==> src/blake_pkg.sv <==
/* types, constants and permutation tables of the 8-round BLAKE-256 mining core
   shared by all RTL modules and by the testbench reference model */
`default_nettype none

package blake_pkg;

   typedef logic [31:0] word_t;

   // working state v0..v15
   typedef struct packed {
      word_t v0, v1, v2, v3;
      word_t v4, v5, v6, v7;
      word_t v8, v9, v10, v11;
      word_t v12, v13, v14, v15;
   } state_t;

   // message block, held pre-xored with the paired constant inside the core
   typedef struct packed {
      word_t m0, m1, m2, m3;
      word_t m4, m5, m6, m7;
      word_t m8, m9, m10, m11;
      word_t m12, m13, m14, m15;
   } msg_t;

   typedef struct packed {
      word_t h0, h1, h2, h3;
      word_t h4, h5, h6, h7;
   } midstate_t;

   // init_nonce sits lowest, so it holds the last 32 bits shifted in
   typedef struct packed {
      word_t w0, w1, w2;
      word_t init_nonce;
   } header_t;

   typedef enum logic [1:0] {
      idle,
      run,
      done
   } ctrl_state_e;

   localparam int num_rounds      = 8;
   localparam int num_half_rounds = 2 * num_rounds;
   localparam int match_bits      = 8;
   localparam int shift_len       = $bits(midstate_t) + $bits(header_t);

   // 640-bit message length
   localparam word_t bit_counter = 32'h0000_0280;

   localparam word_t [0:15] blake_c = {
      32'h243f6a88, 32'h85a308d3, 32'h13198a2e, 32'h03707344,
      32'ha4093822, 32'h299f31d0, 32'h082efa98, 32'hec4e6c89,
      32'h452821e6, 32'h38d01377, 32'hbe5466cf, 32'h34e90c6c,
      32'hc0ac29b7, 32'hc97c50dd, 32'h3f84d5b5, 32'hb5470917
   };

   // one nibble per message index, row r used in round r
   localparam logic [0:num_rounds-1][0:15][3:0] sigma_perm = {
      64'h0123456789abcdef,
      64'hea489fd61c02b753,
      64'hb8c052fdae367194,
      64'h7931dcbe265a40f8,
      64'h905724afe1bc683d,
      64'h2c6a0b834d75fe19,
      64'hc51fed4a0763928b,
      64'hdb7ec13950f4862a
   };

   // m4..m15 of the padded 80-byte header
   localparam word_t [4:15] pad_words = {
      32'h8000_0000, 32'h0, 32'h0, 32'h0,
      32'h0, 32'h0, 32'h0, 32'h0,
      32'h0, 32'h0000_0001, 32'h0, bit_counter
   };

endpackage

`default_nettype wire

==> src/blake_finalize.sv <==
/* digest = midstate ^ low state half ^ high state half, plus the difficulty match flag */
`timescale 1ns/1ps
`default_nettype none

module blake_finalize import blake_pkg::*; (
   input  wire midstate_t midstate_i,
   input  wire state_t    state_i,
   input  wire            done_i,
   output midstate_t      digest_o,
   output logic           match_o
);

   word_t [0:7]  h;
   word_t [0:15] v;
   word_t [0:7]  d;

   assign h = midstate_i;
   assign v = state_i;

   always_comb begin
      for (int i = 0; i < 8; i++) begin
         d[i] = h[i] ^ v[i] ^ v[i + 8];
      end
   end

   assign digest_o = d;

   // only meaningful in the done cycle
   assign match_o = done_i && (d[7][match_bits-1:0] == '0);

endmodule

`default_nettype wire

==> config.mk <==
export PLATFORM = sky130hd
export DESIGN_NAME = blake_finalize
export DESIGN_NICKNAME = d
export VERILOG_FILES = /design/src/blake_pkg.sv /design/src/blake_finalize.sv
export SDC_FILE = /design/constraint.sdc
export NUM_CORES = 1
export LEC_CHECK = 0
export BUFFER_PORTS_ARGS = -buffer_cell sky130_fd_sc_hd__buf_2
export CAP_MARGIN = 40
export CORE_AREA = 5 5 395 397
export DETAILED_ROUTE_END_ITERATION = 16
export DIE_AREA = 0 0 400 402
export PLACE_DENSITY_LB_ADDON = 0.12
export SKIP_LAST_GASP = 1
export SLEW_MARGIN = 20
export SYNTH_ARGS = -nofsm -noshare
export SYNTH_HDL_FRONTEND = slang
export SYNTH_SLANG_ARGS = --single-unit
==> constraint.sdc <==
create_clock -name vclk -period 1.7
set_clock_uncertainty 0.2 [all_clocks]
set_input_delay 0.34 -clock vclk [all_inputs]
set_output_delay 0.34 -clock vclk [all_outputs]
set_load 0.02 [all_outputs]
* After elaboration in Yosys (flattened, before gate mapping) *
Cells that the tools add are included.

storage, ports and cells
  bits in registers = 0
  input bits = 769
  output and inout port bits = 257
  logic and storage cells = 18

cells by class
  bitwise gates (word level) = 16
  reductions and logical operators = 2

operators by type and width
  operator            number
  bitwise XOR 32 bit  16
  zero test 8 bit     1
  logical AND 1 bit   1

* Logic depth before layout (Yosys ltp) *
  word-level depth = 4
  depth in mapped cells = 3
  gate-level depth less buffers = 3

* Worst setup path before layout *
No wires, ideal clock.

  kind = input to output
  from = input midstate_i[6] in the netlist's numbering
  to = output match_o
  arrival = 1.407 ns
  slack = -0.247 ns
  stages on the path = 3
  path buffers = 0
  cell sequence = xnor2_1 mux2_4 nor4_2

on the way
  longest elaborated chain between the ends = 4

ends and longest elaborated chain
  item                              line                  text
  from (decl)                       blake_finalize.sv:6   input wire midstate_t midstate_i,
  bitwise XOR 32 bit (2 in series)  blake_finalize.sv:22  d[i] = h[i] ^ v[i] ^ v[i + 8];
  zero test 8 bit                   blake_finalize.sv:29  assign match_o = done_i && (d[7][match_bits-1:0] == '0);
  logical AND 1 bit                 blake_finalize.sv:29
  to (decl)                         blake_finalize.sv:10  output logic match_o

No other way between the ends.

* Final worst setup path *
  from = input state_i[6] in the netlist's numbering
  to = output match_o

on the way
  longest elaborated chain between the ends = 3

ends and longest elaborated chain
  item                line                  text
  from (decl)         blake_finalize.sv:7   input wire state_t state_i,
  bitwise XOR 32 bit  blake_finalize.sv:22
  zero test 8 bit     blake_finalize.sv:29
  logical AND 1 bit   blake_finalize.sv:29

No other way between the ends.

==> impl_metrics.tcl <==
set metrics [dict create \
    worstSetupEndpointType "output port" \
    drive_gt1_frac 0.681 \
    cp.arrival_ns 1.34 \
    switchingPower_uw 3210 \
    topRoutingLayerUsed "met5" \
    wl_um 80700 \
    fin_cells 3622 \
    ios 1026 \
    antenna_found_initial 131 \
    place_congestion 0.837 \
    finalCritPeriodShare 1.11 \
    setup_ws_ns -0.181 \
    p_int_uw 2450 \
    avgRoutedWirePerCell_um 22.3 \
    fp.coreArea_um2 152000 \
    area_growth_pct 179 \
    track_usage 0.0928 \
    synthTopCellsByArea "xnor2_1 95%, xnor3_1 2.9%, inv_1 0.49%, mux2_4 0.33%, nor4_2 0.27%" \
    drc 0 \
    ys_seq_area_frac 0 \
    wl_met2_um 37500 \
    synthCells 518 \
    num-clock-buffers 0 \
    outcome "complete, but fails checks" \
    power.leakage_uw 0.00550 \
    crit_path_max_incr_delay_ns 0.33 \
    hold_depth 3 \
    die_w_um 400 \
    p_sw_frac 0.567 \
    m1WireLength_um 32800 \
    p_comb_frac 1.000 \
    seq_area_um2 0 \
    numPortBuffers 1026 \
    wl_met3_um 9020 \
    seq_cell_count 0 \
    fin_total_pwr_uw 5660 \
    synth_top_area_frac 0.955 \
    avgSynthCellArea_um2 8.85 \
    overflow 0 \
    slew_headroom 0.769 \
    start_util 0.0303 \
    cp-start-kind "input port" \
    crit_chain "buf_8 -> xnor2_4 -> mux2_4 -> nor4_4 -> buf_4" \
    synthDistinctLibCells 8 \
    slew_violations 0 \
    n_fill_cell 18000 \
    p_per_area_nw_per_um2 442 \
    cp_max_fo 2 \
    clockPowerShare 0 \
    hold_viol_final 0 \
    dpl_cell_area_um2 12600 \
    dr.pass1.iters 4 \
    synthTopCellsByCount "500 x xnor2_1, 6 x inv_1, 6 x xnor3_1, 2 x nand2_1" \
    yosysWarnings 0 \
    syn_area_um2 4590 \
    syn-num-nets 1287 \
    dp.cells 3608 \
    crit_slowest_cell "mux2_4" \
    dp.final_hpwl_um 79500 \
    worst_pin_slew_ns 0.344 \
    grt_pass1_wl_um 95200 \
    hold_class "in -> out" \
    seq_power_share 0 \
    ir_worst_vdd_v 0.000130 \
    yosysMostFrequentCell "xnor2_1" \
    final_area_um2 12800 \
    dieArea_um2 161000 \
    violations "negative setup slack" \
    max_clock_freq_mhz 532 \
    grt_start_max_net_pins 3 \
    drtIter0Drc 303 \
    viasPerCell 2.16 \
    crit_type "in -> out" \
    die_h_um 402 \
    setup_viol 1 \
    final_nets 2350 \
    cap_viol_max_count 0 \
    min_period_ns 1.88 \
    whs_ns 0.767 \
    first_global_vias 7953 \
    drtAntennaViolNets 0 \
    worstPathRequired_ns 1.16 \
    multi_input_area_um2 4700 \
    postCtsHoldBufs 0 \
    rsz0062_at_grt "true" \
    num_vias 7834 \
    yosysTopAreaCell "xnor2_1" \
    rows 143 \
]
[layout make-up]
class / instances / area share
diodes: 13 / 0.00254
multi-input cells: 512 / 0.367
inverters: 6 / 0.00176
well taps: 2030 / 0.198
repair buffers: 1061 / 0.430
[worst max-delay path, delay by kind of cell]
| kind | cells | cell delay [ns] |
|---|---|---|
| buffers and inverters | 2 | 0.28 |
| muxes | 1 | 0.33 |
| and+or+nand+nor | 1 | 0.20 |
| xor gates and xnor gates | 1 | 0.18 |
[what timing repair did]
| item | in CTS | in global routing |
|---|---|---|
| pin swaps | 9 | 4 |
| resized for setup | 26 | 15 |
| buffers inserted | 1 | 0 |
| setup endpoints to repair | 8 | 9 |
[per-stage QoR]
step	setup TNS [ns]	setup WS [ns]	util
2_1_floorplan	-0.0400	-0.0400	-
5_1_grt	-0.236	-0.221	0.0843
3_3_place_gp	-0.999	-0.317	0.0828
4_1_cts	-0.313	-0.179	0.0838
6_report	-0.181	-0.181	0.0845
3_5_place_dp	-1.01	-0.313	0.0828
[metal layers]
| metal | global-route usage | vias to the layer above |
|---|---|---|
| li1 | - | 3701 |
| met1 | 0.116 | 3231 |
| met2 | 0.162 | 674 |
| met3 | 0.0344 | 196 |
| met4 | 0 | 32 |
| met5 | 0 | - |
[final timing paths]
kind	start	endpoint	slack, ns
max	state_i[6]	match_o	-0.18
min	state_i[354]	digest_o[98]	0.77
[layout by cell type, fill, tap and decap left out]
master and count:
xnor3_1 6, buf_8 2, buf_6 9, xnor2_2 9, buf_2 1011, mux2_4 1, nand2_1 1, nand4_1 1
xnor2_4 3, buf_12 2, buf_4 37, inv_1 6, or2b_1 1, diode_2 13, xnor2_1 488, nand2_2 1
nor4_4 1
[logic make-up (layout without fill, tap and decap cells)]
| kind of cell | after synthesis | in the layout | synth area share |
|---|---|---|---|
| AND/OR/NAND/NOR | 5 | 5 | 0.00737 |
| other | 0 | 13 | 0 |
| buffers and inverters | 6 | 1067 | 0.00491 |
| multiplexers | 1 | 1 | 0.00327 |
| XOR/XNOR | 506 | 506 | 0.984 |
[power groups by stage]
stage / combinational, uW / sequential, uW / clock, uW
after floorplan: 2720 / 0 / 0
after global placement: 5750 / 0 / 0
after detailed placement: 5710 / 0 / 0
after CTS: 5800 / 0 / 0
after global routing: 6100 / 0 / 0
final: 5660 / 0 / 0.00106
(Power assumes the default switching activity.)
