`src/blake_pkg.sv`:
```
/* types, constants and permutation tables of the 8-round BLAKE-256 mining core
   shared by all RTL modules and by the testbench reference model */
`default_nettype none

package blake_pkg;

   typedef logic [31:0] word_t;

   // working state v0..v15
   typedef struct packed {
      word_t v0, v1, v2, v3;
      word_t v4, v5, v6, v7;
      word_t v8, v9, v10, v11;
      word_t v12, v13, v14, v15;
   } state_t;

   // message block, held pre-xored with the paired constant inside the core
   typedef struct packed {
      word_t m0, m1, m2, m3;
      word_t m4, m5, m6, m7;
      word_t m8, m9, m10, m11;
      word_t m12, m13, m14, m15;
   } msg_t;

   typedef struct packed {
      word_t h0, h1, h2, h3;
      word_t h4, h5, h6, h7;
   } midstate_t;

   // init_nonce sits lowest, so it holds the last 32 bits shifted in
   typedef struct packed {
      word_t w0, w1, w2;
      word_t init_nonce;
   } header_t;

   typedef enum logic [1:0] {
      idle,
      run,
      done
   } ctrl_state_e;

   localparam int num_rounds      = 8;
   localparam int num_half_rounds = 2 * num_rounds;
   localparam int match_bits      = 8;
   localparam int shift_len       = $bits(midstate_t) + $bits(header_t);

   // 640-bit message length
   localparam word_t bit_counter = 32'h0000_0280;

   localparam word_t [0:15] blake_c = {
      32'h243f6a88, 32'h85a308d3, 32'h13198a2e, 32'h03707344,
      32'ha4093822, 32'h299f31d0, 32'h082efa98, 32'hec4e6c89,
      32'h452821e6, 32'h38d01377, 32'hbe5466cf, 32'h34e90c6c,
      32'hc0ac29b7, 32'hc97c50dd, 32'h3f84d5b5, 32'hb5470917
   };

   // one nibble per message index, row r used in round r
   localparam logic [0:num_rounds-1][0:15][3:0] sigma_perm = {
      64'h0123456789abcdef,
      64'hea489fd61c02b753,
      64'hb8c052fdae367194,
      64'h7931dcbe265a40f8,
      64'h905724afe1bc683d,
      64'h2c6a0b834d75fe19,
      64'hc51fed4a0763928b,
      64'hdb7ec13950f4862a
   };

   // m4..m15 of the padded 80-byte header
   localparam word_t [4:15] pad_words = {
      32'h8000_0000, 32'h0, 32'h0, 32'h0,
      32'h0, 32'h0, 32'h0, 32'h0,
      32'h0, 32'h0000_0001, 32'h0, bit_counter
   };

endpackage

`default_nettype wire

```
`src/blake_param_shift.sv`:
```
/* serial loader for the midstate and header words, one bit per clock;
   the chain is frozen while a hash is in progress */
`timescale 1ns/1ps
`default_nettype none

module blake_param_shift import blake_pkg::*; (
   input  wire       clk,
   input  wire       rst_n,
   input  wire       shift_i,
   input  wire       din_i,
   input  wire       busy_i,
   output midstate_t midstate_o,
   output header_t   header_o
);

   logic [shift_len-1:0] chain_q;

   // header fills from the lsb, its msb overflows into the midstate
   always_ff @(posedge clk) begin
      if (shift_i && !busy_i) begin
         chain_q <= {chain_q[shift_len-2:0], din_i};
      end
   end

   assign header_o   = chain_q[$bits(header_t)-1:0];
   assign midstate_o = chain_q[shift_len-1:$bits(header_t)];

   // final xor needs the same midstate that seeded the state
   a_frozen_while_busy: assert property (@(posedge clk) disable iff (!rst_n)
      busy_i |=> $stable(midstate_o) && $stable(header_o))
      else $error("parameter chain changed during a hash run");

endmodule

`default_nettype wire

```
`config.mk`:
```
export PLATFORM = sky130hd
export DESIGN_NAME = blake_param_shift
export DESIGN_NICKNAME = d
export VERILOG_FILES = /design/src/blake_pkg.sv /design/src/blake_param_shift.sv
export SDC_FILE = /design/constraint.sdc
export NUM_CORES = 1
export LEC_CHECK = 0
export ABC_AREA = 0
export BUFFER_PORTS_ARGS = -buffer_cell sky130_fd_sc_hd__buf_2
export CAP_MARGIN = 25
export CORE_UTILIZATION = 45
export DETAILED_ROUTE_END_ITERATION = 10
export PLACE_DENSITY = 0.84
export SYNTH_ARGS = -nofsm -noshare
export SYNTH_HDL_FRONTEND = slang
export SYNTH_SLANG_ARGS = --single-unit
```
`constraint.sdc`:
```
create_clock -name clk -period 6.6 [get_ports clk]
set_input_delay 0.99 -clock clk [delete_from_list [all_inputs] [get_ports clk]]
set_output_delay 0.99 -clock clk [all_outputs]
set_load 0.01 [all_outputs]
```
# [Yosys cells after proc, flatten, opt, wreduce, memory -nomap -nowiden]
# Cells that the tools add are included.
[op_classes] reduce_logical=2
[ops] op="logical AND 1 bit" n=1
[ops] op="zero test 1 bit" n=1
[totals] register_bits=384 input_bits=5 output_inout_bits=384

# [Longest topological paths before layout]
[depth] word_depth=2 ltp_mapped=1 depth_no_buf=1

# [Least setup slack after synthesis]
# Ideal clock, no wire load.
[synth_path] path_kind="input-to-reg" startpoint="in shift_i" endpoint="reg chain_q[0] (enable)" setup_slack_ps=-560 n_path_buf=0 setup_time_ps=621 t_arrival_ps=6539 path_stages=1 t_required_ps=5979 cell_sequence="nor2b_4"
[synth_via] elab_chain_len=1
[synth_lines] item="start: declaration" line_no="blake_param_shift.sv:9" source="input wire shift_i,"
[synth_lines] item="logical AND 1 bit" line_no="blake_param_shift.sv:20" source="if (shift_i && !busy_i) begin"
[synth_lines] item="end signal: assignment" line_no="blake_param_shift.sv:21" source="chain_q <= {chain_q[shift_len-2:0], din_i};"
[synth_lines] item="end: declaration" line_no="blake_param_shift.sv:16" source="logic [shift_len-1:0] chain_q;"
# No other way between the ends.
# A chain may end at the register's enable or synchronous reset.

# [Worst setup path in the final report]
[layout_path] startpoint="reg chain_q[185]" endpoint="out midstate_o[57] (netlist name)"
[layout_lines] item="end: declaration" line_no="blake_param_shift.sv:12" source="output midstate_t midstate_o,"
# No word-level cell between the ends.

==> results.sh <==
export IMPL_crit_chain="buf_2"
export IMPL_tightest_slew_ns=0.924
export IMPL_cts_made_buffers=38
export IMPL_skew_ns=0.0203
export IMPL_nNetsFinal=820
export IMPL_leakage_nw=5.75
export IMPL_swShare_pct=20.5
export IMPL_min_period_over_period_pct=32.6
export IMPL_critPathTopFamily="flip-flops"
export IMPL_largest_register_ffs=384
export IMPL_crit_slowest_cell="edfxtp_1"
export IMPL_synth_fp_nets=390
export IMPL_power_frac_clock_pct=40.8
export IMPL_power_share_sequential_pct=55.8
export IMPL_critical_path_max_fanout=2
export IMPL_cts_tree="done"
export IMPL_internal_power_mw=4.05
export IMPL_slew_limit_headroom_pct=38.4
export IMPL_fin_cells=1174
export IMPL_rows=58
export IMPL_dp_slack_ns=4.05
export IMPL_synth_seq_area_share_pct=99.9
export IMPL_drt_wirelength_per_cell_microns=20.6
export IMPL_placed_area_sq_um=13900
export IMPL_placedCellCount=1105
export IMPL_post_route_cell_area_sq_um=15100
export IMPL_num_vias=5694
export IMPL_die_y_microns=162
export IMPL_initial_core_util_pct=45.8
export IMPL_cp_slowest_stage_delay_ns=0.47
export IMPL_grt_ovfl_total=0
export IMPL_cts_sinks=384
export IMPL_ys_ff_latch=384
export IMPL_gp_congestion=0.799
export IMPL_htree_levels=2
export IMPL_switchingPower_mw=1.04
export IMPL_start_kind="flip-flop"
export IMPL_fmax_mhz=464
export IMPL_synth_area_leaders="edfxtp_1, nor2b_4"
export IMPL_path_buf_inv=1
export IMPL_drt_initial_drc_count=543
export IMPL_die_w_microns=162
export IMPL_n_fill_cell=1743
export IMPL_drc_errors=0
export IMPL_maxCapViolCount=0
export IMPL_clockRootBuffer="clkbuf_16"
export IMPL_cts_max_path_buffers=3
export IMPL_comb_power_share_pct=3.5
export IMPL_syn_avg_cell_area_sq_um=30.0
export IMPL_ctsHoldBuffers=0
export IMPL_firstDrtPassIters=5
export IMPL_end_kind="primary output"
export IMPL_grt_pass1_vias=5377
export IMPL_port_buffer_count=387
export IMPL_ir_drop_uv=298
export IMPL_grt_start_max_net_pins=171
export IMPL_synth_cell_types=2
export IMPL_finalPower_mw=5.09
export IMPL_mostFrequentLayoutCell="buf_2"
export IMPL_ioPinCount=389
export IMPL_clk_pin_slew_ns=0.06
export IMPL_arrival_ns=1.16
export IMPL_finalWirelength_microns=24200
export IMPL_grt_usage_pct=17.5
export IMPL_post_cts_setup_buffers=0
export IMPL_worstPathRequired_ns=5.61
export IMPL_regMostFlops="chain_q"
export IMPL_cts_repair_resized=0
export IMPL_hold_viol_final=0
export IMPL_worstSetupPathType="flip-flop to primary output"
export IMPL_yosys_warnings=0
export IMPL_dieArea_sq_um=26300
export IMPL_rsz0062_at_grt="false"
export IMPL_grt_pass1_wl_microns=33800
export IMPL_status="finished, final reports clean"
export IMPL_setup_ws_ns=4.45
export IMPL_antenna_cells=0
export IMPL_post_route_min_period_ns=2.15
export IMPL_layout_common_cells="buf_2, edfxtp_1, clkbuf_16"
export IMPL_hp_class="flip-flop to flip-flop"
export IMPL_syn2layout_area_growth_pct=31.2
export IMPL_largestRegisters="chain_q: 384 flops"
export IMPL_slew_viol_final=0
export IMPL_grt_antenna_before_repair=0
export IMPL_hpwl_microns=15900
export IMPL_coreArea_sq_um=25200
export IMPL_hold_ws_ns=0.441
export IMPL_vias_per_cell=4.85
export IMPL_powerDensity_nw_per_um2=336
export IMPL_ant_nets=0
export IMPL_setup_viol=0
export IMPL_syn_inst=385
export IMPL_syn_area_sq_um=11500
export IMPL_layout_drive_gt1_share_pct=53.3
export IMPL_clkLatencyLatePin_ns=0.51
export IMPL_yosysTopAreaCell="edfxtp_1"
export IMPL_synth_top_area_share_pct=99.9
area by class of cell:
cell class	instances	area, sq um	area share, %
flip-flops and latches	384	11500	76.1
repair buffers	390	1980	13.1
clock buffers	43	991	6.54
well taps	330	413	2.73
clock inverters	26	213	1.40
multi-input cells	1	13.8	0.0909
metrics by stage:
step | util (%) | setup TNS, ns
after floorplan | - | -215.06
after global placement | 55.4 | 0
after detailed placement | 55.4 | 0
after CTS | 60.1 | 0
after global routing | 60.1 | 0
final | 60.1 | 0
synth_stat cells:
library cell and count:
edfxtp_1 384, nor2b_4 1
worst paths after layout:
path | from | to | slack (ns) | cells after the start
hold / removal | chain_q[258] | chain_q[259] | 0.44 | 0
setup / recovery | chain_q[185] | midstate_o[57] | 4.45 | 1
hold reg to reg | chain_q[258] | chain_q[259] | 0.44 | 0
setup reg to reg | chain_q[185] | chain_q[186] | 5.84 | 0
logic make-up after synthesis:
| kind of cell | Yosys count | share of synthesized area [%] |
|---|---|---|
| flops | 384 | 99.9 |
| simple gates | 1 | 0.119 |
layer usage:
metal | wire length, microns | track usage (%) | part of all wire (%) | vias up
met3 | 2520 | 6.44 | 10 | 39
met1 | 9420 | 21.8 | 39 | 2865
met5 | 0 | 0 | 0 | -
li1 | - | - | - | 2443
met4 | 524 | 5.23 | 2.2 | 0
met2 | 11700 | 28.8 | 49 | 347
power by group through the flow:
| stage | combinational, mW | sequential [mW] | clock [mW] |
|---|---|---|---|
| 6_report | 0.176 | 2.84 | 2.07 |
| 5_1_grt | 0.188 | 2.85 | 2.21 |
| 4_1_cts | 0.178 | 2.84 | 2.12 |
| 3_5_place_dp | 0.179 | 2.89 | 0 |
| 3_3_place_gp | 0.175 | 2.88 | 0 |
| 2_1_floorplan | 0.0324 | 2.93 | 0 |
Note: power is estimated with default switching activity, not from simulation.
