[src/blake_pkg.sv]
/* types, constants and permutation tables of the 8-round BLAKE-256 mining core
   shared by all RTL modules and by the testbench reference model */
`default_nettype none

package blake_pkg;

   typedef logic [31:0] word_t;

   // working state v0..v15
   typedef struct packed {
      word_t v0, v1, v2, v3;
      word_t v4, v5, v6, v7;
      word_t v8, v9, v10, v11;
      word_t v12, v13, v14, v15;
   } state_t;

   // message block, held pre-xored with the paired constant inside the core
   typedef struct packed {
      word_t m0, m1, m2, m3;
      word_t m4, m5, m6, m7;
      word_t m8, m9, m10, m11;
      word_t m12, m13, m14, m15;
   } msg_t;

   typedef struct packed {
      word_t h0, h1, h2, h3;
      word_t h4, h5, h6, h7;
   } midstate_t;

   // init_nonce sits lowest, so it holds the last 32 bits shifted in
   typedef struct packed {
      word_t w0, w1, w2;
      word_t init_nonce;
   } header_t;

   typedef enum logic [1:0] {
      idle,
      run,
      done
   } ctrl_state_e;

   localparam int num_rounds      = 8;
   localparam int num_half_rounds = 2 * num_rounds;
   localparam int match_bits      = 8;
   localparam int shift_len       = $bits(midstate_t) + $bits(header_t);

   // 640-bit message length
   localparam word_t bit_counter = 32'h0000_0280;

   localparam word_t [0:15] blake_c = {
      32'h243f6a88, 32'h85a308d3, 32'h13198a2e, 32'h03707344,
      32'ha4093822, 32'h299f31d0, 32'h082efa98, 32'hec4e6c89,
      32'h452821e6, 32'h38d01377, 32'hbe5466cf, 32'h34e90c6c,
      32'hc0ac29b7, 32'hc97c50dd, 32'h3f84d5b5, 32'hb5470917
   };

   // one nibble per message index, row r used in round r
   localparam logic [0:num_rounds-1][0:15][3:0] sigma_perm = {
      64'h0123456789abcdef,
      64'hea489fd61c02b753,
      64'hb8c052fdae367194,
      64'h7931dcbe265a40f8,
      64'h905724afe1bc683d,
      64'h2c6a0b834d75fe19,
      64'hc51fed4a0763928b,
      64'hdb7ec13950f4862a
   };

   // m4..m15 of the padded 80-byte header
   localparam word_t [4:15] pad_words = {
      32'h8000_0000, 32'h0, 32'h0, 32'h0,
      32'h0, 32'h0, 32'h0, 32'h0,
      32'h0, 32'h0000_0001, 32'h0, bit_counter
   };

endpackage

`default_nettype wire

[src/blake_round_ctrl.sv]
/* start/done sequencer: issues load, then 16 half-round steps, then one done cycle */
`timescale 1ns/1ps
`default_nettype none

module blake_round_ctrl import blake_pkg::*; (
   input  wire        clk,
   input  wire        rst_n,
   input  wire        start_i,
   output logic       load_o,
   output logic       step_o,
   output logic       diag_o,
   output logic [2:0] round_idx_o,
   output logic       busy_o,
   output logic       done_o
);

   ctrl_state_e state_q, state_d;
   logic [3:0]  cnt_q;

   // start is taken in idle or in the done cycle
   assign load_o      = start_i && (state_q != run);
   assign step_o      = (state_q == run);
   assign diag_o      = cnt_q[0];
   assign round_idx_o = cnt_q[3:1];
   assign busy_o      = load_o || step_o;
   assign done_o      = (state_q == done);

   always_comb begin
      state_d = state_q;
      case (state_q)
         idle: if (start_i) state_d = run;
         run:  if (cnt_q == 4'(num_half_rounds - 1)) state_d = done;
         done: state_d = start_i ? run : idle;
         default: state_d = idle;
      endcase
   end

   always_ff @(posedge clk or negedge rst_n) begin
      if (!rst_n) begin
         state_q <= idle;
         cnt_q   <= '0;
      end else begin
         state_q <= state_d;
         if (load_o) begin
            cnt_q <= '0;
         end else if (step_o) begin
            cnt_q <= cnt_q + 4'd1;
         end
      end
   end

   a_done_after_last: assert property (@(posedge clk) disable iff (!rst_n)
      done_o |-> $past(step_o && diag_o && round_idx_o == 3'(num_rounds - 1)));

   a_done_single: assert property (@(posedge clk) disable iff (!rst_n)
      done_o |=> !done_o);

   // a load always restarts at the first column half and never hits a run
   a_load_restart: assert property (@(posedge clk) disable iff (!rst_n)
      load_o |-> !step_o ##1 (step_o && !diag_o && round_idx_o == 3'd0));

endmodule

`default_nettype wire

[config.mk]
export PLATFORM = sky130hd
export DESIGN_NAME = blake_round_ctrl
export DESIGN_NICKNAME = d
export VERILOG_FILES = /design/src/blake_pkg.sv /design/src/blake_round_ctrl.sv
export SDC_FILE = /design/constraint.sdc
export NUM_CORES = 1
export LEC_CHECK = 0
export BUFFER_PORTS_ARGS = -buffer_cell sky130_fd_sc_hd__buf_4
export CAP_MARGIN = 20
export CORE_AREA = 2 2 39 41
export CTS_CLUSTER_DIAMETER = 60
export DETAILED_ROUTE_END_ITERATION = 16
export DIE_AREA = 0 0 41 43
export SLEW_MARGIN = 10
export SYNTH_ARGS = -nofsm -noshare
export SYNTH_HDL_FRONTEND = slang
export SYNTH_SLANG_ARGS = --single-unit
export TNS_END_PERCENT = 1
[constraint.sdc]
create_clock -name clk -period 1.4 [get_ports clk]
set_clock_uncertainty 0.2 [all_clocks]
set_input_delay 0.07 -clock clk [delete_from_list [all_inputs] [get_ports clk]]
set_output_delay 0.07 -clock clk [all_outputs]
set_load 0.05 [all_outputs]
**Word level (Yosys, flattened, before mapping)**

Cells that the tools add are included.

- Add/subtract/negate cells: 1
- Eq/ne operators: 6
- Mux-type cells: 6
- Reductions and logical operators: 5

Operators with widths:

| cell | count |
|---|---|
| 4-bit 2-to-1 mux | 2 |
| 2-bit case mux with 3 select lines | 1 |
| 4-bit by 1-bit adder with 4-bit output (second input constant) | 1 |
| 4-bit equality test (second input constant) | 1 |
| 2-bit 2-to-1 mux | 2 |
| 2-bit by 1-bit != test with 1-bit output (second input constant) | 2 |
| 2-bit by 1-bit equality test with 1-bit output (second input constant) | 1 |
| 2-bit equality test (second input constant) | 1 |
| 2-bit zero test | 1 |
| 2-bit != test (second input constant) | 1 |
| 2-bit AND reduction | 1 |
| 2-bit nonzero test | 1 |
| 1-bit logical AND | 1 |
| 1-bit logical OR | 1 |
| 1-bit 2-to-1 mux | 1 |

- Bits in registers: 6
- Input bits: 3
- Output and inout bits: 8
- Word-level logic and storage cells: 20

**Longest topological paths before layout**

- Word-level depth: 3
- Mapped depth: 4

**Least setup slack after synthesis**

OpenSTA, ideal clock, no wires.

- Path type: flip-flop to output port
- Start point: register state_q[0]
- End point: output load_o
- Arrival time: 1.534 ns
- Required time: 1.130 ns
- Slack: -0.404 ns
- Cell stages (with the launch flop): 5
- Buffers on the path: 1
- Path through: dfrtp_1 nand2b_4 buf_6 inv_1 nor2_1

- Longest elaborated chain between the ends: 2

Ends and longest elaborated chain:

| what | RTL line | text |
|---|---|---|
| start: declaration | blake_round_ctrl.sv:17 | `ctrl_state_e state_q, state_d;` |
| start signal: assignment | blake_round_ctrl.sv:40 | `state_q <= idle;` |
| start signal: assignment | blake_round_ctrl.sv:43 | `state_q <= state_d;` |
| 2-bit by 1-bit != test with 1-bit output | blake_round_ctrl.sv:21 | `assign load_o = start_i && (state_q != run);` |
| 1-bit logical AND | blake_round_ctrl.sv:21 |  |
| end: declaration | blake_round_ctrl.sv:9 | `output logic load_o,` |

Every way passes these cells.

**Worst setup path in the final report**

- Start point: register state_q[1]
- End point: output step_o

- Longest elaborated chain between the ends: 1

Ends and longest elaborated chain:

| what | RTL line | text |
|---|---|---|
| 2-bit by 1-bit equality test with 1-bit output | blake_round_ctrl.sv:22 | `assign step_o = (state_q == run);` |
| end: declaration | blake_round_ctrl.sv:10 | `output logic step_o,` |

Every way passes these cells.

==> metrics <==
status=complete, no violations; Mean Syn Cell Area=10.4 sq um; Worst Hold Class=in2reg; largest family of logic cells by synthesized area=simple AND/OR/NAND/NOR gates; Pins Over Slew Limit=0; via/cell ratio=4.27; DRT iter0 DRCs=0; cell row count=14; CP Launch Type=flop; Max VDD drop=1.03 mV; FF/Latch Area=153 sq um; Post-DRT Antenna Nets=0; TritonCTS buffer count=3; fill cell count=146; Nets=52; final wirelength=653 um; final hold vios=0; Die X-Extent=41 um; area occupied by multi-input gates=136 sq um; PD cells=2650 mW/mm^2; complex-gate fraction of the synthesized area=0.0954; Least-Margin Pin Slew=0.285 ns; Routed wire per std cell=10.5 um; area added between synthesis and finish=54.8%; leakage=0.229 nW; Setup-failing EPs final=0; mapped cell area=302 sq um; #FFs+latches synth=6; Worst-path clk slew=0.04 ns; fin crit share=0.943; Overflow after GRT=0; global-route wire length before repair=1160 um; Max-Slew Margin vs Limit=0.809; Crit. End Element=output pin; share of cells above drive strength 1=0.435; XOR/XNOR Fraction of Synth Area=0.0290; Core ar.=0.00138 sq mm; sequential area share after synthesis=0.498; Achievable Freq=0.757 GHz; clock buffer depth=2; drt pass-1 iters=1; met2 usage=0.141; Starting Density=0.218; Final Hold Slack=0.00431 ns; RSZ-0062 raised after global routing=no; GP Congestion=0.723; crit-path max FO=4; H-tree levels=1; post-synth cell types=17; GRT met3 Usage=0.0681; post-route cell area=467 sq um; Net Count, Synth=33; routed via count=265; GRT Util Overall=0.106; Layout Utilization=0.337; CTS Sinks=6; later-pin clock latency in the skew report=0.24 ns; TritonCTS clock tree=done; Max Cap Viol=0; largest net degree at the start of global routing=10; Synth Area in Simple Gates=0.228; PortBufs=10; Root Driver=clkbuf_4; Gate Count Post-Synth=29; DIE HEIGHT=43 um; GR Layer Usage met1=0.114; post-synthesis mux area share=0.0332; crit path kind=reg2out; area share of fa/ha/maj cells after synthesis=0.0415; DRC=0; grt peak-use layer=met2; antenna cell count=0; die area=0.00176 sq mm; vias in the first global route=282; minimum clock period=1.32 ns; Worst EP required=1.13 ns; initial antenna violation count=0; Worst Path Arrival=1.05 ns; placed cell areas=395 sq um; Post-DP HPWL=439 um; YS warnings=0; Ports=11
-- sequential cells by signal, indices dropped and copies added, names as in the netlist --
register	count
cnt_q	4
state_q	2
-- repair_timing --
action,4_1_cts,5_1_grt
buffers inserted,2,0
resized for setup,0,2
hold buffers,3,0
setup endpoints to repair,2,2
hold endpoints to repair,7,0
-- area by class of cell --
| cell class | count | share of cell area |
|---|---|---|
| sequential | 6 | 0.327 |
| multi-input combinational | 19 | 0.292 |
| timing repair buffer | 15 | 0.265 |
| clock buffer | 3 | 0.0483 |
| tap | 16 | 0.0429 |
| inverter | 3 | 0.0241 |
-- placed cells by master, fill, tap and decap left out, types with 2 or more instances in the layout --
cell and n:
dfrtp_2 2, dfrtp_1 4, buf_4 11, nand3_1 4, inv_1 2, o21ai_1 3, clkbuf_4 3, dlygate4sd3_1 3
-- worst paths after layout --
path	start	end	slack, ns	depth (start not counted)
min	start_i	cnt_q[3]	0.004	4
max reg2reg	state_q[1]	cnt_q[2]	0.14	4
min reg2reg	cnt_q[0]	cnt_q[0]	0.31	1
max	state_q[1]	step_o	0.08	3
min in group asynchronous	rst_n	state_q[0]	0.58	3
max in group asynchronous	rst_n	cnt_q[0]	0.18	3
-- metal layers --
layer / vias to the layer above / share of wire
li1: 133 / -
met1: 120 / 0.42
met2: 10 / 0.48
met3: 2 / 0.078
met4: 0 / 0.025
met5: - / 0
-- per-stage QoR --
stage / std cells / setup WS (ns) / total power [mW] / TNS, ns
4_1_cts: 62 / 0.00569 / 1.24 / 0
3_3_place_gp: 54 / 0.173 / 1.02 / 0
6_report: 62 / 0.0795 / 1.24 / 0
2_1_floorplan: 29 / -0.0421 / 0.860 / -0.0421
3_5_place_dp: 54 / 0.167 / 1.02 / 0
5_1_grt: 62 / 0.0133 / 1.32 / 0
-- critical path, stage by stage, from the launching register on --
cell and delay, ns:
dfrtp_1 0.37, nand2b_4 0.16, inv_2 0.08, buf_4 0.19
-- logic make-up after synthesis --
kind of cell / count (synthesis)
AOI/OAI and AO/OA: 5
xor gates and xnor gates: 1
adders and majority gates: 1
buffers and inverters: 4
DFF: 6
muxes: 1
and+or+nand+nor: 11
-- where the power goes --
group / internal [mW] / switching (mW) / leakage (nW) / total [mW]
sequential: 0.252 / 0.0807 / 0.0713 / 0.333
clock: 0.0969 / 0.0619 / 0.0138 / 0.159
combinational: 0.268 / 0.478 / 0.144 / 0.745
-- synthesized netlist by cell type --
library cell	count	area share
a21o_1	1	0.025
xor2_1	1	0.029
and3_1	1	0.021
o21ai_1	3	0.050
buf_6	1	0.037
ha_1	1	0.041
nor2_1	1	0.012
and2b_1	1	0.025
nand2b_4	1	0.046
mux2i_1	1	0.033
dfrtp_1	6	0.50
o22ai_1	1	0.021
nand2_1	1	0.012
nor3b_1	1	0.025
inv_1	3	0.037
nand3_1	4	0.066
nor2b_1	1	0.021
No activity file was read; power rests on OpenSTA's default activity.
