[src/blake_pkg.sv]
/* types, constants and permutation tables of the 8-round BLAKE-256 mining core
   shared by all RTL modules and by the testbench reference model */
`default_nettype none

package blake_pkg;

   typedef logic [31:0] word_t;

   // working state v0..v15
   typedef struct packed {
      word_t v0, v1, v2, v3;
      word_t v4, v5, v6, v7;
      word_t v8, v9, v10, v11;
      word_t v12, v13, v14, v15;
   } state_t;

   // message block, held pre-xored with the paired constant inside the core
   typedef struct packed {
      word_t m0, m1, m2, m3;
      word_t m4, m5, m6, m7;
      word_t m8, m9, m10, m11;
      word_t m12, m13, m14, m15;
   } msg_t;

   typedef struct packed {
      word_t h0, h1, h2, h3;
      word_t h4, h5, h6, h7;
   } midstate_t;

   // init_nonce sits lowest, so it holds the last 32 bits shifted in
   typedef struct packed {
      word_t w0, w1, w2;
      word_t init_nonce;
   } header_t;

   typedef enum logic [1:0] {
      idle,
      run,
      done
   } ctrl_state_e;

   localparam int num_rounds      = 8;
   localparam int num_half_rounds = 2 * num_rounds;
   localparam int match_bits      = 8;
   localparam int shift_len       = $bits(midstate_t) + $bits(header_t);

   // 640-bit message length
   localparam word_t bit_counter = 32'h0000_0280;

   localparam word_t [0:15] blake_c = {
      32'h243f6a88, 32'h85a308d3, 32'h13198a2e, 32'h03707344,
      32'ha4093822, 32'h299f31d0, 32'h082efa98, 32'hec4e6c89,
      32'h452821e6, 32'h38d01377, 32'hbe5466cf, 32'h34e90c6c,
      32'hc0ac29b7, 32'hc97c50dd, 32'h3f84d5b5, 32'hb5470917
   };

   // one nibble per message index, row r used in round r
   localparam logic [0:num_rounds-1][0:15][3:0] sigma_perm = {
      64'h0123456789abcdef,
      64'hea489fd61c02b753,
      64'hb8c052fdae367194,
      64'h7931dcbe265a40f8,
      64'h905724afe1bc683d,
      64'h2c6a0b834d75fe19,
      64'hc51fed4a0763928b,
      64'hdb7ec13950f4862a
   };

   // m4..m15 of the padded 80-byte header
   localparam word_t [4:15] pad_words = {
      32'h8000_0000, 32'h0, 32'h0, 32'h0,
      32'h0, 32'h0, 32'h0, 32'h0,
      32'h0, 32'h0000_0001, 32'h0, bit_counter
   };

endpackage

`default_nettype wire

[src/blake_g_func.sv]
/* combinational BLAKE-256 G mixing function, message inputs already xored with constants */
`timescale 1ns/1ps
`default_nettype none

module blake_g_func import blake_pkg::*; (
   input  wire word_t a_i,
   input  wire word_t b_i,
   input  wire word_t c_i,
   input  wire word_t d_i,
   input  wire word_t mc0_i,
   input  wire word_t mc1_i,
   output word_t      a_o,
   output word_t      b_o,
   output word_t      c_o,
   output word_t      d_o
);

   word_t a1, b1, c1, d1;

   function automatic word_t rotr(input word_t x, input int unsigned n);
      return (x >> n) | (x << (32 - n));
   endfunction

   always_comb begin
      a1  = a_i + b_i + mc0_i;
      d1  = rotr(d_i ^ a1, 16);
      c1  = c_i + d1;
      b1  = rotr(b_i ^ c1, 12);
      // second half with the swapped message/constant pair
      a_o = a1 + b1 + mc1_i;
      d_o = rotr(d1 ^ a_o, 8);
      c_o = c1 + d_o;
      b_o = rotr(b1 ^ c_o, 7);
   end

endmodule

`default_nettype wire

[src/blake_round_unit.sv]
/* 16-word state register with four G units, one column or diagonal half-round
   per step; seeded from midstate, constants and the bit counter on load */
`timescale 1ns/1ps
`default_nettype none

module blake_round_unit import blake_pkg::*; (
   input  wire            clk,
   input  wire            load_i,
   input  wire            step_i,
   input  wire            diag_i,
   input  wire midstate_t midstate_i,
   input  wire msg_t      msg_i,
   output state_t         state_o
);

   word_t [0:15] v_q;
   word_t [0:15] v_init;
   word_t [0:15] v_next;
   word_t [0:15] mc;
   word_t [0:7]  h;
   logic  [3:0]  pb [4], pc [4], pd [4];
   word_t        ga [4], gb [4], gc [4], gd [4];
   word_t        ra [4], rb [4], rc [4], rd [4];
   word_t        m0 [4], m1 [4];

   assign mc      = msg_i;
   assign h       = midstate_i;
   assign state_o = v_q;

   always_comb begin
      for (int i = 0; i < 8; i++) begin
         v_init[i]     = h[i];
         v_init[8 + i] = blake_c[i];
      end
      // low counter word only, high word is zero
      v_init[12] = blake_c[4] ^ bit_counter;
      v_init[13] = blake_c[5] ^ bit_counter;
   end

   // diagonal shifts rows b, c, d by 1, 2, 3 columns
   always_comb begin
      for (int i = 0; i < 4; i++) begin
         pb[i] = {2'd1, 2'(i) + {1'b0, diag_i}};
         pc[i] = {2'd2, 2'(i) + {diag_i, 1'b0}};
         pd[i] = {2'd3, 2'(i) + {diag_i, diag_i}};
         ga[i] = v_q[i];
         gb[i] = v_q[pb[i]];
         gc[i] = v_q[pc[i]];
         gd[i] = v_q[pd[i]];
         m0[i] = mc[{diag_i, 2'(i), 1'b0}];
         m1[i] = mc[{diag_i, 2'(i), 1'b1}];
      end
   end

   for (genvar gi = 0; gi < 4; gi++) begin : g_unit
      blake_g_func u_g (
         .a_i   (ga[gi]),
         .b_i   (gb[gi]),
         .c_i   (gc[gi]),
         .d_i   (gd[gi]),
         .mc0_i (m0[gi]),
         .mc1_i (m1[gi]),
         .a_o   (ra[gi]),
         .b_o   (rb[gi]),
         .c_o   (rc[gi]),
         .d_o   (rd[gi])
      );
   end

   // results go back where their inputs came from
   always_comb begin
      v_next = v_q;
      for (int i = 0; i < 4; i++) begin
         v_next[i]     = ra[i];
         v_next[pb[i]] = rb[i];
         v_next[pc[i]] = rc[i];
         v_next[pd[i]] = rd[i];
      end
   end

   always_ff @(posedge clk) begin
      if (load_i) begin
         v_q <= v_init;
      end else if (step_i) begin
         v_q <= v_next;
      end
   end

endmodule

`default_nettype wire

[config.mk]
export PLATFORM = sky130hd
export DESIGN_NAME = blake_round_unit
export DESIGN_NICKNAME = d
export VERILOG_FILES = /design/src/blake_pkg.sv /design/src/blake_g_func.sv /design/src/blake_round_unit.sv
export SDC_FILE = /design/constraint.sdc
export NUM_CORES = 2
export LEC_CHECK = 0
export BUFFER_PORTS_ARGS = -buffer_cell sky130_fd_sc_hd__buf_2
export CELL_PAD_IN_SITES_DETAIL_PLACEMENT = 0
export CELL_PAD_IN_SITES_GLOBAL_PLACEMENT = 1
export CORE_AREA = 4 4 504 506
export CTS_BUF_LIST = sky130_fd_sc_hd__clkbuf_4 sky130_fd_sc_hd__clkbuf_8
export DETAILED_ROUTE_END_ITERATION = 7
export DIE_AREA = 0 0 508 510
export PLACE_DENSITY_LB_ADDON = 0.25
export SLEW_MARGIN = 5
export SYNTH_ARGS = -nofsm -noshare
export SYNTH_HDL_FRONTEND = slang
export SYNTH_SLANG_ARGS = --single-unit
[constraint.sdc]
create_clock -name clk -period 29.9 [get_ports clk]
set_input_delay 1.495 -clock clk [delete_from_list [all_inputs] [get_ports clk]]
set_output_delay 1.495 -clock clk [all_outputs]
set_load 0.03 [all_outputs]
Word-level counts from Yosys, hierarchy flattened
Index checks and enable logic that the tools add are counted.

$lt $le $gt $ge: 32. Mux-type cells: 98. Reductions and logical operators: 13. Bitwise gates (word level): 52. Add/subtract/negate cells: 33.

Operators by type and width (number): bitwise mux 512 bit (12); binary-select mux 32 bit (select 4 bit) (20); two-way mux 32 bit (52); demux 32 bit (select 4 bit) (12); two-way mux 512 bit (2); adder 32 bit (24); XOR 32 bit (16); bitwise OR 16 x 32 -> 32 bit (4); bitwise OR 20 x 32 -> 32 bit (4); bitwise OR 24 x 32 -> 32 bit (4); bitwise OR 25 x 32 -> 32 bit (4); >= comparator 5 bit (second input constant) (20); inverter 4 -> 5 bit (16); < comparator 5 x 1 -> 1 bit (second input constant) (12); inverter 3 -> 5 bit (4); logical AND 1 bit (12); adder 2 bit (first input constant) (3); adder 1 x 1 -> 2 bit (first input constant) (2); adder 1 x 2 -> 2 bit (first input constant) (2); adder 2 x 1 -> 2 bit (first input constant) (2); nonzero test 2 bit (1).

Logic and storage cells: 244. Input port bits: 772. Bits in registers: 512. Output and inout bits: 512.

Logic depth before layout (Yosys ltp)
Depth in word-level cells: 32. Gate-level depth with buffers: 68.

By module
From an unflattened synthesis, not the netlist that was laid out.

Cell total of the unflattened synthesis: 7184. Area, all modules: 66786.6 um^2.

By module, submodules not included: blake_round_unit (cells an instance 2693, seq. area each 12812.3 um^2, area each 30442.9 um^2, instances 1); blake_g_func (g_unit[3].u_g) (cells an instance 1147, seq. area each 0.0 um^2, area each 9231.4 um^2, instances 1); blake_g_func (g_unit[0].u_g) (cells an instance 1133, seq. area each 0.0 um^2, area each 9187.6 um^2, instances 1); blake_g_func (g_unit[1].u_g) (cells an instance 1132, seq. area each 0.0 um^2, area each 9181.3 um^2, instances 1); blake_g_func (g_unit[2].u_g) (cells an instance 1079, seq. area each 0.0 um^2, area each 8743.4 um^2, instances 1).

Least setup slack after synthesis
Ideal clock, no wire load.

Path type: input to register. From: input port diag_i. To: register v_q (netlist bit state_o[342]), data pin. Arrival: 15.322 ns. Stages: 61. Path buffers: 9. Data required time: 29.644 ns. Setup slack: 14.322 ns. Cell sequence: buf_2 buf_2 buf_1 clkbuf_1 buf_1 buf_2 buf_2 clkbuf_1 clkbuf_1 mux2_2 fa_1 ha_1 fa_1 a21o_1 a21oi_1 o21ai_0 a311oi_1 o21ai_0 (+25 left out) a21o_1 a31oi_1 xnor2_1 xor2_1 ha_1 a21oi_1 nand2_1 a21oi_1 inv_1 a31oi_1 o21ai_0 a41oi_1 nor2b_1 a21o_1 xor2_1 xor2_1 a21oi_1 a22o_1.

Longest elaborated chain between the ends: 32. Elaborated cells on any way between the ends: 219.

RTL lines: from (decl) (line blake_round_unit.sv:10) `input wire diag_i,`; inverter 3 -> 5 bit (implied by the code) (line blake_round_unit.sv:47, blake_round_unit.sv:75); binary-select mux 32 bit (select 4 bit) (line blake_round_unit.sv:47) `gb[i] = v_q[pb[i]];`; two-way mux 32 bit (implied by the code) (2 in a row) (line blake_round_unit.sv:47); adder 32 bit (2 in a row) (line blake_g_func.sv:25) `a1 = a_i + b_i + mc0_i;`; XOR 32 bit (line blake_g_func.sv:26) `d1 = rotr(d_i ^ a1, 16);`; bitwise OR 16 x 32 -> 32 bit (line blake_g_func.sv:21) `return (x >> n) | (x << (32 - n));`; adder 32 bit (line blake_g_func.sv:27) `c1 = c_i + d1;`; XOR 32 bit (line blake_g_func.sv:28) `b1 = rotr(b_i ^ c1, 12);`; (+14 left out); bitwise mux 512 bit (line blake_round_unit.sv:75) `v_next[pb[i]] = rb[i];`; bitwise mux 512 bit (line blake_round_unit.sv:76) `v_next[pc[i]] = rc[i];`; bitwise mux 512 bit (line blake_round_unit.sv:77) `v_next[pd[i]] = rd[i];`; bitwise mux 512 bit (line blake_round_unit.sv:75); bitwise mux 512 bit (line blake_round_unit.sv:76); bitwise mux 512 bit (*) (line blake_round_unit.sv:77); two-way mux 512 bit (*) (line blake_round_unit.sv:84) `end else if (step_i) begin`; two-way mux 512 bit (*) (line blake_round_unit.sv:82) `if (load_i) begin`; to (signal assigned) (line blake_round_unit.sv:83) `v_q <= v_init;`; to (signal assigned) (line blake_round_unit.sv:85) `v_q <= v_next;`; to (decl) (line blake_round_unit.sv:16) `word_t [0:15] v_q;`.

Mark *: on every way between the ends. The rest lies on a longest branch, timed or not. The select of a mux whose other input is x is not followed. A chain may end at the register's enable or synchronous reset.

Worst setup path in the final report
From: input port diag_i. To: register v_q (netlist bit state_o[280]), data pin.

Same word-level chain as after synthesis.

==> summary.md <==
| Metric | Value |
|---|---|
| CTS Hold Bufs | 0 |
| Die X-Extent | 508 um |
| Core area | 250000 sq um |
| CP Buf/Inv Count | 6 |
| Tightest Pin Transition | 1670 ps |
| Top cell type's share of synthesized area | 0.121 |
| Outcome | finished with violations |
| WHS Path Cells | 2 |
| CTS tree | done |
| CP Launch Type | input pin |
| RSZ-0062 raised after global routing | no |
| Total gr overflow | 0 |
| CP top delay family | compound AO/OA/AOI/OAI gates |
| Slew Viols, Final | 14 |
| Largest net degree at the start of global routing | 120 |
| Max-cap check violation count | 4 |
| DP HPWL | 493 mm |
| Clock skew | 105 ps |
| Synth Register Bits | 512 |
| Hold crit path type | flop to flop |
| Synth Flop Type | edfxtp_1 |
| Die H | 510 um |
| CTS root buf | clkbuf_8 |
| Number of synthesized flops with an enable pin | 256 |
| Syn nets | 8595 |
| Crit path DAT | 21120 ps |
| Cell taking the most area after synthesis | edfxtp_1 |
| Worst setup path start | diag_i |
| # rows | 184 |
| Post-synth top cells | xnor2_1 (650), nand2_1 (534), a21oi_1 (503) |
| Crit path required time | 30530 ps |
| TritonCTS buffer count | 118 |
| Boundary Pins | 1284 |
| Top-count cell post-synth | xnor2_1 |
| Clock Sinks | 512 |
| Routability-driven placement congestion ratio | 1.05 |
| Rel. slew slack | -0.122 |
| Starting density of the core | 0.254 |
| Hold path start | state_o[232] |
| Vias in the first global route | 65400 |
| Post-Syn Area | 63600 sq um |
| Slowest stage delay, CP | 1210 ps |
| Post-cts sizing count | 0 |
| Xor/xnor cell area share of the yosys netlist | 0.155 |
| Port-buffer cells | 1283 |
| RR Startpoint | state_o[257] |
| Sequential share of the synthesized area | 0.201 |
| Fin Setup TNS | 0 ps |
| Largest family of logic cells by synthesized area | compound AO/OA/AOI/OAI gates |
| Design Area, Final | 78000 sq um |
| Share of cells above drive strength 1 | 0.270 |
| H-tree levels | 3 |
| DR vias/cell | 5.82 |
| Crit Path Max Fanout | 91 |
| Via count | 69000 |
| Hold worst-path end | state_o[232] |
| Synthesized area per cell | 8.99 sq um |
| Layout area overhead | 22.6% |
| Top post-synthesis cells by area | edfxtp_1 (12%), ha_1 (9.6%), xnor2_1 (9.0%) |
| Synth warn | 0 |
| Post-CTS setup buffers | 0 |
| R2r setup slk | 11700 ps |
| Routed Wire Length | 567 mm |
| Max reg flops | 512 |
| First-pass GRT wire length | 703 mm |
| Compound-Gate Fraction of Synth Area | 0.203 |
| Slowest stage cell, crit path | xnor2_1 |
| Final setup violation count | 0 |
| Post-Synth Adder-Cell Area | 0.179 |
| Fmax | 0.0488 GHz |
| Drt first pass iters | 6 |
| Reg2reg end | state_o[280] |
| Crit end category | flop |
| Final Hold Violating Endpoints | 0 |
| Failing checks | max-capacitance violations, max-slew violations |
| Ys async rst share | 0 |
| Simple-gate share of the synthesized area | 0.0994 |
| Yosys cell types | 99 |
| Antenna Nets Post-Route | 0 |
| Clock slew at reported path FFs | 50 ps |
| Total Die Area | 259000 sq um |
| DP Area | 75200 sq um |
| Tot GR Track Use | 0.419 |
| Critical setup path kind | input pin to flop |
| Final nets | 9906 |
| Mux cell area share after synthesis | 0.125 |
| Wire per inst | 47.8 um |
| Worst-skew pair later-pin latency | 1020 ps |
| Tcrit/Tclk final | 0.685 |
| Worst path most repeated cell | o21ai_0 |
| Deepest clock path buffer count | 3 |
| DRT iter0 DRCs | 8891 |
| Drt drc | 0 |
| Post-Syn Instances | 7074 |
| Initial antenna violation count | 75 |
| Worst-case reg-to-reg path depth | 52 |
| Post-layout minimum cycle time | 20480 ps |
## per-stage QoR
stage / worst slack (ps) / hold slack (ps) / util / std cells
floorplan: 14320 / 586 / - / 7074
global placement: 8620 / 500 / 0.301 / 11600
detailed placement: 9340 / 508 / 0.301 / 11600
CTS: 10350 / 517 / 0.312 / 11800
global route: 9340 / 549 / 0.312 / 11800
finish: 9420 / 525 / 0.312 / 11900
## cells by family after synthesis
logic type	count (synthesis)
DFF	512
and+or+nand+nor	1412
muxes	741
AOI/OAI and AO/OA	1969
buffers and inverters	615
xor gates and xnor gates	1072
adders and majority gates	753
## worst reg2reg max path, delay by kind of cell, from the launching register on
kind,cells,cell delay [ps]
DFF,1,500
buffers and inverters,2,130
adders and majority gates,8,3250
AOI/OAI and AO/OA,31,9000
xor gates and xnor gates,7,3870
and+or+nand+nor,3,670
muxes,1,460
## routing by layer
| metal | track usage | share of wire |
|---|---|---|
| met1 | 0.536 | 0.40 |
| met2 | 0.611 | 0.41 |
| met3 | 0.119 | 0.10 |
| met4 | 0.279 | 0.081 |
| met5 | 0 | 0.00018 |
## area by class of cell
| class | instances | area (sq um) |
|---|---|---|
| clock inverter | 58 | 586 |
| antenna | 32 | 80.1 |
| timing repair buffer | 1490 | 8090 |
| sequential | 512 | 12800 |
| clock buffer | 166 | 2120 |
| tap | 3348 | 4190 |
| multi-input combinational | 5947 | 48900 |
| fill | 26900 | 172000 |
| inverter | 316 | 1200 |
## layout by cell type (no fill, tap or decap), types with 27 or more instances in the layout
master    count
nor3_1       59
a22o_1      138
nand4_1      30
dfxtp_1     256
o211ai_1     59
edfxtp_1    256
a21o_1      221
mux2_2      449
clkbuf_4     27
nor2_1      436
and2_1       33
nor2b_1      50
buf_2      1280
a211oi_1     83
o21a_1       58
fa_1        262
o21bai_1     89
a21oi_1     503
o31ai_1      27
xor2_1      366
buf_4       200
ha_1        487
nand2b_1     58
xnor2_1     619
nand2_1     531
xnor2_2      38
mux2i_1     281
o21ai_0     462
diode_2      32
inv_1       312
nand3_1      81
clkbuf_8    140
and3_1       38
a31oi_1      43
o221ai_1     36
## how the worst max path moves through the flow
stage,slack (ps),cells past startpoint,endpoint
6_report,9420,56,state_o[280]
5_1_grt,9340,56,state_o[280]
4_1_cts,10350,51,state_o[376]
3_5_place_dp,9340,51,state_o[376]
3_3_place_gp,8620,55,state_o[369]
2_1_floorplan,14320,61,state_o[342]
Power is not shown: default switching activity piles up to over one toggle a cycle in this logic, so the estimate is an artifact.
